[src/hcache_pkg.sv]
// Harvard cache shared constants
package hcache_pkg;

   // Byte address width.
   localparam int AWIDTH = 14;

   // RAM size in bytes.
   localparam int RAM_SIZE = 16384;

   // Number of 32-bit words held in RAM.
   localparam int RAM_WORDS = RAM_SIZE / 4;

   // Cache index widths, 64 lines each.
   localparam int ICWIDTH = 6;
   localparam int DCWIDTH = 6;

   // Tag is what remains above the index and byte offset.
   localparam int ITAG_W = AWIDTH - 2 - ICWIDTH;
   localparam int DTAG_W = AWIDTH - 2 - DCWIDTH;

   // Stall counter width.
   localparam int CNT_W = 16;

endpackage

[src/perf_stall_counter.sv]
// Bus stall cycle counters
`timescale 1ns/1ps

module perf_stall_counter (
   input  logic                         wb_clk_i,
   input  logic                         arst_n_i,

   input  logic                         iwb_stb_i,
   input  logic                         iwb_ack_i,
   input  logic                         dwb_stb_i,
   input  logic                         dwb_ack_i,

   output logic [hcache_pkg::CNT_W-1:0] i_stall_cnt_o,
   output logic [hcache_pkg::CNT_W-1:0] d_stall_cnt_o
);

   logic [1:0]                         stall;
   logic [1:0][hcache_pkg::CNT_W-1:0] cnt;

   // Bit 0 is the instruction bus, bit 1 the data bus.
   assign stall[0] = iwb_stb_i && !iwb_ack_i;
   assign stall[1] = dwb_stb_i && !dwb_ack_i;

   always_ff @(posedge wb_clk_i or negedge arst_n_i) begin
      if (!arst_n_i) begin
         cnt <= '0;
      end else begin
         for (int n = 0; n < 2; n++)
            if (stall[n] && (cnt[n] != '1))
               cnt[n] <= cnt[n] + 1'b1; // Holds at all ones.
      end
   end

   assign i_stall_cnt_o = cnt[0];
   assign d_stall_cnt_o = cnt[1];

endmodule

[config.mk]
export PLATFORM = sky130hd
export DESIGN_NAME = perf_stall_counter
export DESIGN_NICKNAME = d
export VERILOG_FILES = /design/src/hcache_pkg.sv /design/src/perf_stall_counter.sv
export SDC_FILE = /design/constraint.sdc
export NUM_CORES = 1
export LEC_CHECK = 0
export BUFFER_PORTS_ARGS = -buffer_cell sky130_fd_sc_hd__buf_2
export CORE_MARGIN = 8
export CORE_UTILIZATION = 50
export CTS_CLUSTER_DIAMETER = 120
export DETAILED_ROUTE_END_ITERATION = 12
export PLACE_DENSITY_LB_ADDON = 0.12
export SLEW_MARGIN = 5
export SYNTH_ARGS = -nofsm -noshare
export SYNTH_HDL_FRONTEND = slang
export SYNTH_SLANG_ARGS = --single-unit
[constraint.sdc]
create_clock -name wb_clk_i -period 4.4 [get_ports wb_clk_i]
set_input_delay 0.88 -clock wb_clk_i [delete_from_list [all_inputs] [get_ports wb_clk_i]]
set_output_delay 0.88 -clock wb_clk_i [all_outputs]
set_load 0.01 [all_outputs]
==> flow_summary.ini <==
[layout]
antenna_cells = 0
stdcell_count = 229
syn2layout_area_growth_pct = 19.5
fin_area_mm2 = 0.00194
post-route-util_pct = 63.1
nets = 192
drive_above_1_share_pct = 31.4

[run]
maxCapViolCount = 0

[detailed_routing]
drc = 0
finalWirelength_um = 3460
viasPerCell = 5.37
ant_nets = 0
num_vias = 1230
dr.first_iter.drc_count = 79
dr.pass1.iters = 4
post_drt_wl_per_cell_um = 15.1

[clock_tree]
clk_latency_ns = 0.34
htreeDepth = 2
clock-sinks = 32
clk_path_buf_depth = 2
cts_root_buf = clkbuf_4
cts_resized = 0
path_clk_slew_ns = 0.10
cts_tree = done
cts_setup_buffers = 0
cts_hold_buf = 0
cts_buffers = 5

[timing]
finalWorstSetupSlack_ns = 2.46
setup-violations-final = 0
skew_ns = 0.0102
period_needed_ns = 1.94
slew_violations = 0
finalCritPeriodShare_pct = 44.2
whs_ns = 0.510
worst_pin_slew_ns = 0.693
rsz0062_at_grt = no
max_freq_mhz = 515
slew_headroom_pct = 53.8
setup_tns_ns = 0
final_hold_viol_count = 0

[grt]
grt_usage_pct = 14.2
grt_overflow_total = 0
grt_pass1_wl_um = 5910
grt_max_degree = 33
antenna_found_initial = 0
grt_pass1_vias = 1219

[synthesis]
async_flop_share_pct = 100
yosysMostFrequentCell = dfrtp_1
synthTopCellsByCount = dfrtp_1 (32), xor2_1 (15), xnor2_1 (13), nand2_1 (12), nand3_1 (11)
synth_warnings = 0
ys_ff_latch = 32
synth_area_leaders = dfrtp_1 (49%), xor2_1 (8.1%), xnor2_1 (7.0%)
syn_nets = 148
synth_top_area_cell = dfrtp_1
synth_area_mm2 = 0.00163
ys.flop_type = dfrtp_1
avgSynthCellArea_um2 = 11.6
synth_cell_types = 35
synth_top_area_share_pct = 49.2
yosysSeqAreaShare_pct = 49.2
syn-instance-count = 140
synth_edf_count = 0

[placement]
place_inst = 221
pre_cts_ws_ns = 2.27
io_buffers = 37
post-dp-hpwl_um = 2530
gp_congestion = 0.822
postPlaceCellArea_mm2 = 0.00187

[worst_setup_path]
cp_max_fo = 6
cp-endpoint = d_stall_cnt_o[1]
critPathTopFamily = simple AND/OR/NAND/NOR gates
critPathSlowestCell = nor4_2
reg2reg_to = d_stall_cnt_o[1]
rr_startpoint = d_stall_cnt_o[0]
endpoint_kind = flop
critical_path_class = reg2reg
reg2reg_setup_slack_ns = 2.46
cpPeakStageDelay_ns = 0.45
cp-startpoint = d_stall_cnt_o[0]
cp_num_buf_inv = 0
arrival_ns = 2.18
reg2reg_depth = 5
cp-start-kind = flop
worstPathRequired_ns = 4.64
cp_cell_sequence = ha_1 -> nand4_1 -> nor4_2 -> nor2_2 -> mux2_4
crit_cells = 5

[hold_path]
holdCritPathClass = reg2reg

[pwr]
leakage_nw = 0.966
fin_total_pwr_mw = 0.860
ir_worst_vdd_mv = 0.375
power_density_mw_per_mm2 = 443

[floorplanning]
dieArea_mm2 = 0.00533
die_h_um = 73.0
core_mm2 = 0.00308
start_util_pct = 52.8
row_count = 20
io_pins = 38
die_x_um = 73.0

[status]
outcome = finished, final reports clean
[cells in the final DEF (no fill, tap or decap), types with 2 or more instances in the layout]
cell	n
xnor2_1	13
xor2_1	15
mux2_4	2
nor3_1	8
nand2b_1	2
nand4_4	3
nand3_1	11
nor2_1	6
nor4b_1	2
buf_2	37
nor4_1	4
nand4_1	7
nand2_1	12
ha_1	2
dfrtp_1	32
clkbuf_4	5
[worst min path at each step]
stage	from	end	slack, ns	depth (start not counted)
after floorplan	d_stall_cnt_o[15]	d_stall_cnt_o[15]	0.53	1
after global placement	d_stall_cnt_o[15]	d_stall_cnt_o[15]	0.48	1
after detailed placement	d_stall_cnt_o[15]	d_stall_cnt_o[15]	0.49	1
after CTS	d_stall_cnt_o[15]	d_stall_cnt_o[15]	0.51	1
after global routing	d_stall_cnt_o[4]	d_stall_cnt_o[4]	0.55	1
final	d_stall_cnt_o[15]	d_stall_cnt_o[15]	0.51	1
[logic make-up after synthesis]
kind of cell | count (synthesis) | share of synthesized area [%]
buffers and inverters | 1 | 0.231
xor gates and xnor gates | 28 | 15.1
muxes | 2 | 1.85
adders and majority gates | 2 | 1.54
DFF | 32 | 49.2
and+or+nand+nor | 67 | 27.3
AOI/OAI and AO/OA | 8 | 4.77
[worst reg2reg max path: stages, from the launching register on]
cell and delay, ns:
dfrtp_1 0.42, ha_1 0.30, nand4_1 0.25, nor4_2 0.45
nor2_2 0.11, mux2_4 0.31
[cell type report]
cell class / count / area, um2
Clock buffer: 6 / 41.3
Clock inverter: 2 / 35.0
Fill cell: 272 / 1130
Inverter: 1 / 3.75
Multi-Input combinational cell: 107 / 822
Sequential cell: 32 / 801
Tap cell: 44 / 55.1
Timing Repair Buffer: 37 / 185
[state kept, by name, summed over array words and instances, names as in the netlist]
register	count
d_stall_cnt_o	16
i_stall_cnt_o	16
[metal layers]
metal,wire length [um],part of all wire [%],track usage (%),up-vias
met2,1600,46,20.8,33
met4,19,0.55,5.11,0
met5,0,0,0,-
met1,1600,46,18.0,593
met3,241,7.0,6.18,4
li1,-,-,-,600
[where the power goes]
group          leakage, nW  internal [mW]  switching, mW
Combinational        0.498          0.101          0.109
Clock               0.0422          0.119          0.103
Sequential           0.425          0.347         0.0817
Total                0.966          0.567          0.293
Power figures use the tool's default switching activity.
