[config.mk]
export PLATFORM = sky130hd
export DESIGN_NAME = icache
export DESIGN_NICKNAME = d
export VERILOG_FILES = /design/src/hcache_pkg.sv /design/src/icache.sv
export SDC_FILE = /design/constraint.sdc
export NUM_CORES = 2
export LEC_CHECK = 0
export ABC_CLOCK_PERIOD_IN_PS = 9000
export BUFFER_PORTS_ARGS = -buffer_cell sky130_fd_sc_hd__buf_4
export CAP_MARGIN = 30
export CORE_ASPECT_RATIO = 1.75
export CORE_MARGIN = 2
export CORE_UTILIZATION = 28
export CTS_CLUSTER_DIAMETER = 120
export DETAILED_ROUTE_END_ITERATION = 6
export PLACE_DENSITY = 0.49
export SYNTH_ARGS = -nofsm -noshare
export SYNTH_HDL_FRONTEND = slang
export SYNTH_SLANG_ARGS = --single-unit
export TNS_END_PERCENT = 30
[constraint.sdc]
create_clock -name wb_clk_i -period 9 [get_ports wb_clk_i]
set_input_delay 0.45 -clock wb_clk_i [delete_from_list [all_inputs] [get_ports wb_clk_i]]
set_output_delay 0.45 -clock wb_clk_i [all_outputs]
set_load 0.05 [all_outputs]
[src/hcache_pkg.sv]
// Harvard cache shared constants
package hcache_pkg;

   // Byte address width.
   localparam int AWIDTH = 14;

   // RAM size in bytes.
   localparam int RAM_SIZE = 16384;

   // Number of 32-bit words held in RAM.
   localparam int RAM_WORDS = RAM_SIZE / 4;

   // Cache index widths, 64 lines each.
   localparam int ICWIDTH = 6;
   localparam int DCWIDTH = 6;

   // Tag is what remains above the index and byte offset.
   localparam int ITAG_W = AWIDTH - 2 - ICWIDTH;
   localparam int DTAG_W = AWIDTH - 2 - DCWIDTH;

   // Stall counter width.
   localparam int CNT_W = 16;

endpackage

[src/icache.sv]
// Direct-mapped instruction cache
`timescale 1ns/1ps

module icache (
   input  logic                          wb_clk_i,
   input  logic                          arst_n_i,

   input  logic [hcache_pkg::AWIDTH-1:0] iwb_adr_i,
   input  logic                          iwb_stb_i,
   output logic [31:0]                   iwb_dat_o,
   output logic                          iwb_ack_o,

   input  logic                          ram_loader_done_i,

   input  logic [31:0]                   iram_dat_i,
   output logic [hcache_pkg::AWIDTH-1:0] iram_adr_o,
   output logic                          iram_en_o
);

   logic [hcache_pkg::ICWIDTH-1:0]    idx;
   logic [hcache_pkg::ITAG_W-1:0]     tag;
   logic [hcache_pkg::ITAG_W-1:0]     tags [2**hcache_pkg::ICWIDTH];
   logic [31:0]                       data [2**hcache_pkg::ICWIDTH];
   logic [2**hcache_pkg::ICWIDTH-1:0] valid;
   logic                              hit;
   logic                              miss_pend;

   assign idx = iwb_adr_i[hcache_pkg::ICWIDTH+1:2];
   assign tag = iwb_adr_i[hcache_pkg::AWIDTH-1:hcache_pkg::ICWIDTH+2];
   assign hit = valid[idx] && (tags[idx] == tag);

   // RAM is only touched on a miss, and never during the boot load.
   assign iram_adr_o = iwb_adr_i;
   assign iram_en_o  = iwb_stb_i && !hit && !miss_pend && ram_loader_done_i;

   // Hit answers now, miss answers one cycle later from RAM.
   assign iwb_ack_o = iwb_stb_i && (hit || miss_pend);
   assign iwb_dat_o = miss_pend ? iram_dat_i : data[idx];

   always_ff @(posedge wb_clk_i or negedge arst_n_i) begin
      if (!arst_n_i) begin
         valid     <= '0;
         miss_pend <= 1'b0;
      end else begin
         miss_pend <= iram_en_o; // Fill cycle follows the RAM read.
         if (!ram_loader_done_i)
            valid <= '0; // Contents not trusted until load done.
         else if (miss_pend)
            valid[idx] <= 1'b1;
      end
   end

   // Line fill.
   always_ff @(posedge wb_clk_i) begin
      if (miss_pend) begin
         tags[idx] <= tag;
         data[idx] <= iram_dat_i;
      end
   end

endmodule

==> results.txt <==
* H-tree Lvls: 4
- Growth of design area from synthesis to finish: 14.8%
* Biggest area consumer among synthesized cells: edfxtp_1
- For this run, design rule violations remaining after detail routing come to 4.
- Counting along the longest clock path gives a buffer depth of 4.
- The cell sitting at the root of the clock tree is a clkbuf_16.
- Floorplan Core Area: around 330000 µm²
- The floorplan step defined a die boundary enclosing approximately 340000 µm².
- Number of nets in the synthesized netlist: a little over 5k
- For this run, the detailed router's first-pass iteration total came to 7.
- Fraction of final layout cells sized beyond drive strength 1: 17.3%
- Number of hold-slack violations in the final timing report: 0
- Yosys mapped the design onto 70 distinct sky130hd cell types.
* Period utilization: 63.2%
- Area used by sequential logic in the layout: 74700 µm²
* I/O pin count: a little under 100
- Max VDD drop: 0.171 mV
- Top FF cell, synth: edfxtp_1
* Number of enable flip-flop cells after synthesis: about 2.4k
- Endpoints failing setup: 0
- Worst slew margin relative to its limit: between 20% and 30%
* Port Buffer Count: 93
- After routing, the total negative slack on setup checks comes to 0 ns.
- For this run, the share of the core covered by cells in the final layout is between 30% and 40%.
- TritonCTS created 210 clock buffers.
* Maximum clock frequency: about 0.18 GHz
- WL final: between 300000 and 400000 µm
- For this block, the via count after detailed routing is between 50k and 60k.
- Summing all multi-input logic gate instances after layout gives 18100 µm².
- Excluding fillers, the count of instances in the completed layout stands at 9835.
- Pins Over Slew Limit: 0
- Between clock sinks in the finished design, the worst skew comes to around 0.048 ns.
* Number of antenna violations at the first check in global routing: 15
- Clock-pin slew was measured on the worst setup and hold paths at about 0.07 ns.
* Insertion delay of the later-clocked pin in the worst-skew pair: just under 0.9 ns
* Number of fill cells: approximately 32k
* Global-route wire length before repair: between 400000 and 500000 µm
* Number of synthesis warnings: 0
- The flow ran to the end, but the final reports show violations.
- Final weighted congestion of routability-driven global placement: 0.859
- Global routing used a little over a fifth of the available tracks across all layers.
- Across the run, the number of max-cap violations was 0.
- Mean instance size in the synthesized netlist: 18.5 µm²
- After detailed routing, the average wire length per cell comes to around 38 µm.
* Pin count of the biggest net entering global routing: between 90 and 100
- TritonCTS built the clock tree.
- Number of design-rule violations left by the first detailed-router iteration: ~7.1k
- Including well taps, the total number of placed cells is between 9k and 10k.
- Summing every instance area after synthesis gives ~94000 µm².
- Setup repair after global routing left no endpoint under its margin.
- Final net count: 5319
* Synth top area cells: edfxtp_1, a22oi_1, mux4_2
- Post-layout total power: approximately 0.023 W
- In this run the core area contains ~280 standard-cell rows.
- Post-CTS repair changed the size of 0 cells.
- Hold slack final: 0.0636 ns
- Crit path capture type: output port
- The count of nets left with antenna violations once routing finished came out at 0.
* Ratio of total power to cell area: ~220 nW/µm²
- Critical path peak fanout: 91
- Avg Vias per Cell: approximately 5.6
* Slowest cell delay on critical path: between 0.8 and 0.9 ns
- For this design the static power due to leakage is ~33 nW.
* Chip Height: 771 µm
- CTS sink cnt: between 2k and 2.5k
- The final reports fail on DRC.
* Starting density of the core: 28.1%
- Counting I/O delays and the setup requirement, the final critical path takes about 5.7 ns.
* Crit path cell chain: buf_8, buf_12, and2_2, buf_4, nand2_1, o21ai_0, nand2_1, a41oi_1, a221oi_1, o22a_1, o21ai_0, buf_4
* Final HPWL from detailed placement: between 200000 and 250000 µm
- The die is 442 µm wide.
* Number of global-route vias before repair: ~55k
- For this run, asynchronously set or reset flops after synthesis account for 2.60%.
- Required time of the critical path: roughly 8.6 ns
* Min-delay worst type: in -> reg
- Least-Margin Pin Slew: around 1.2 ns
* Register area share after synthesis: between 70% and 80%
- The setup path with the least slack is of type in -> out.
* Cell count after synthesis: between 5k and 6k
- The worst setup path is launched from a primary input.
* Post-synth top area share: between 70% and 80%
- Arrival @ worst endpoint: between 5 and 6 ns
- Global route overflow: 0
* CP max-delay cell: o21ai_0
- Count of state elements after synthesis: 2497
==> critical path: cells and delay by family <==
kind | cells | cell delay (ns)
buffers and inverters | 4 | 1.73
AO/OA/AOI/OAI | 5 | 1.93
AND/OR/NAND/NOR | 3 | 0.80
==> flip-flops by register name (all words and copies together), names as in the netlist <==
| signal | count |
|---|---|
| miss_pend | 1 |
| tags | 384 |
| valid | 64 |
| data | 2048 |
==> kinds of logic after synthesis <==
| family | count (synthesis) | share of synthesized area (%) |
|---|---|---|
| flops | 2497 | 79.4 |
| compound gates | 1375 | 10.9 |
| simple gates | 495 | 2.57 |
| buf+inv | 372 | 2.02 |
| mux | 343 | 5.10 |
| xor+xnor | 5 | 0.0466 |
==> metal layers <==
metal  GRT usage, %  wire [µm]
met5              0         41
met4           13.4      27700
met3           2.77      24000
met2           37.6     189000
met1           23.9     130000
==> path summary, 6_finish.rpt <==
kind,start,to,slack (ns),cells after the start
max in group asynchronous,arst_n_i,valid[16],8.46,3
min reg2reg,valid[18],valid[18],0.49,1
min,iram_dat_i[14],data[14][14],0.06,1
min in group asynchronous,arst_n_i,valid[42],0.20,3
max reg2reg,miss_pend,data[41][7],4.58,4
max,iwb_adr_i[2],iwb_dat_o[30],3.32,12
==> cell type report <==
class | count | share of cell area, %
diodes | 14 | 0.0325
clock buffers | 261 | 5.13
multi-input cells | 2218 | 16.7
repair buffers | 335 | 2.80
well taps | 4386 | 5.08
flip-flops and latches | 2497 | 69.2
inverters | 7 | 0.0313
clock inverters | 117 | 0.992
==> power breakdown <==
part	switching [W]	internal, W	total [W]
Combinational	0.00106	0.000365	0.00143
Clock	0.00429	0.00489	0.00918
Sequential	0.00000736	0.0128	0.0128
==> synthesized netlist by cell type, types with 65 or more instances <==
cell type / number
edfxtp_1: 2432
a22oi_1: 599
a221oi_1: 164
buf_2: 159
nor2_1: 152
a21oi_1: 124
mux2_2: 120
nand2_1: 120
nand4_1: 119
mux2i_1: 111
o21ai_0: 111
clkbuf_1: 110
mux4_2: 95
a22o_1: 69
o21a_1: 66
dfrtp_1: 65
==> through the flow <==
stage | setup slack, ns | cell area (µm²)
after CTS | 3.39 | 108000
after floorplan | 4.29 | 94000
final | 3.32 | 108000
after global placement | 3.44 | 101000
after detailed placement | 3.42 | 101000
after global routing | 3.43 | 108000
==> cells in the final DEF, fill, tap and decap left out, drive strengths merged, types with 8 or more instances in the layout <==
master  count
a211oi     15
a21oi     124
a221o      51
a221oi    171
a222oi     13
a22o       69
a22oi     600
a31oi      37
a41oi      19
buf       329
bufinv     18
clkbuf    261
clkinv     93
dfrtp      65
diode      14
edfxtp   2432
inv         8
mux2      137
mux2i     111
mux4       95
nand2     120
nand2b     11
nand3      38
nand4     119
nor2      154
nor2b       9
nor3       10
o211ai     16
o21a       66
o21ai     122
o221ai      8
o22ai      26
==> what timing repair did <==
action	CTS	global route
setup buffers	0	0
hold endpoints to repair	118	0
hold buffers	6	0
Power figures use the tool's default switching activity.
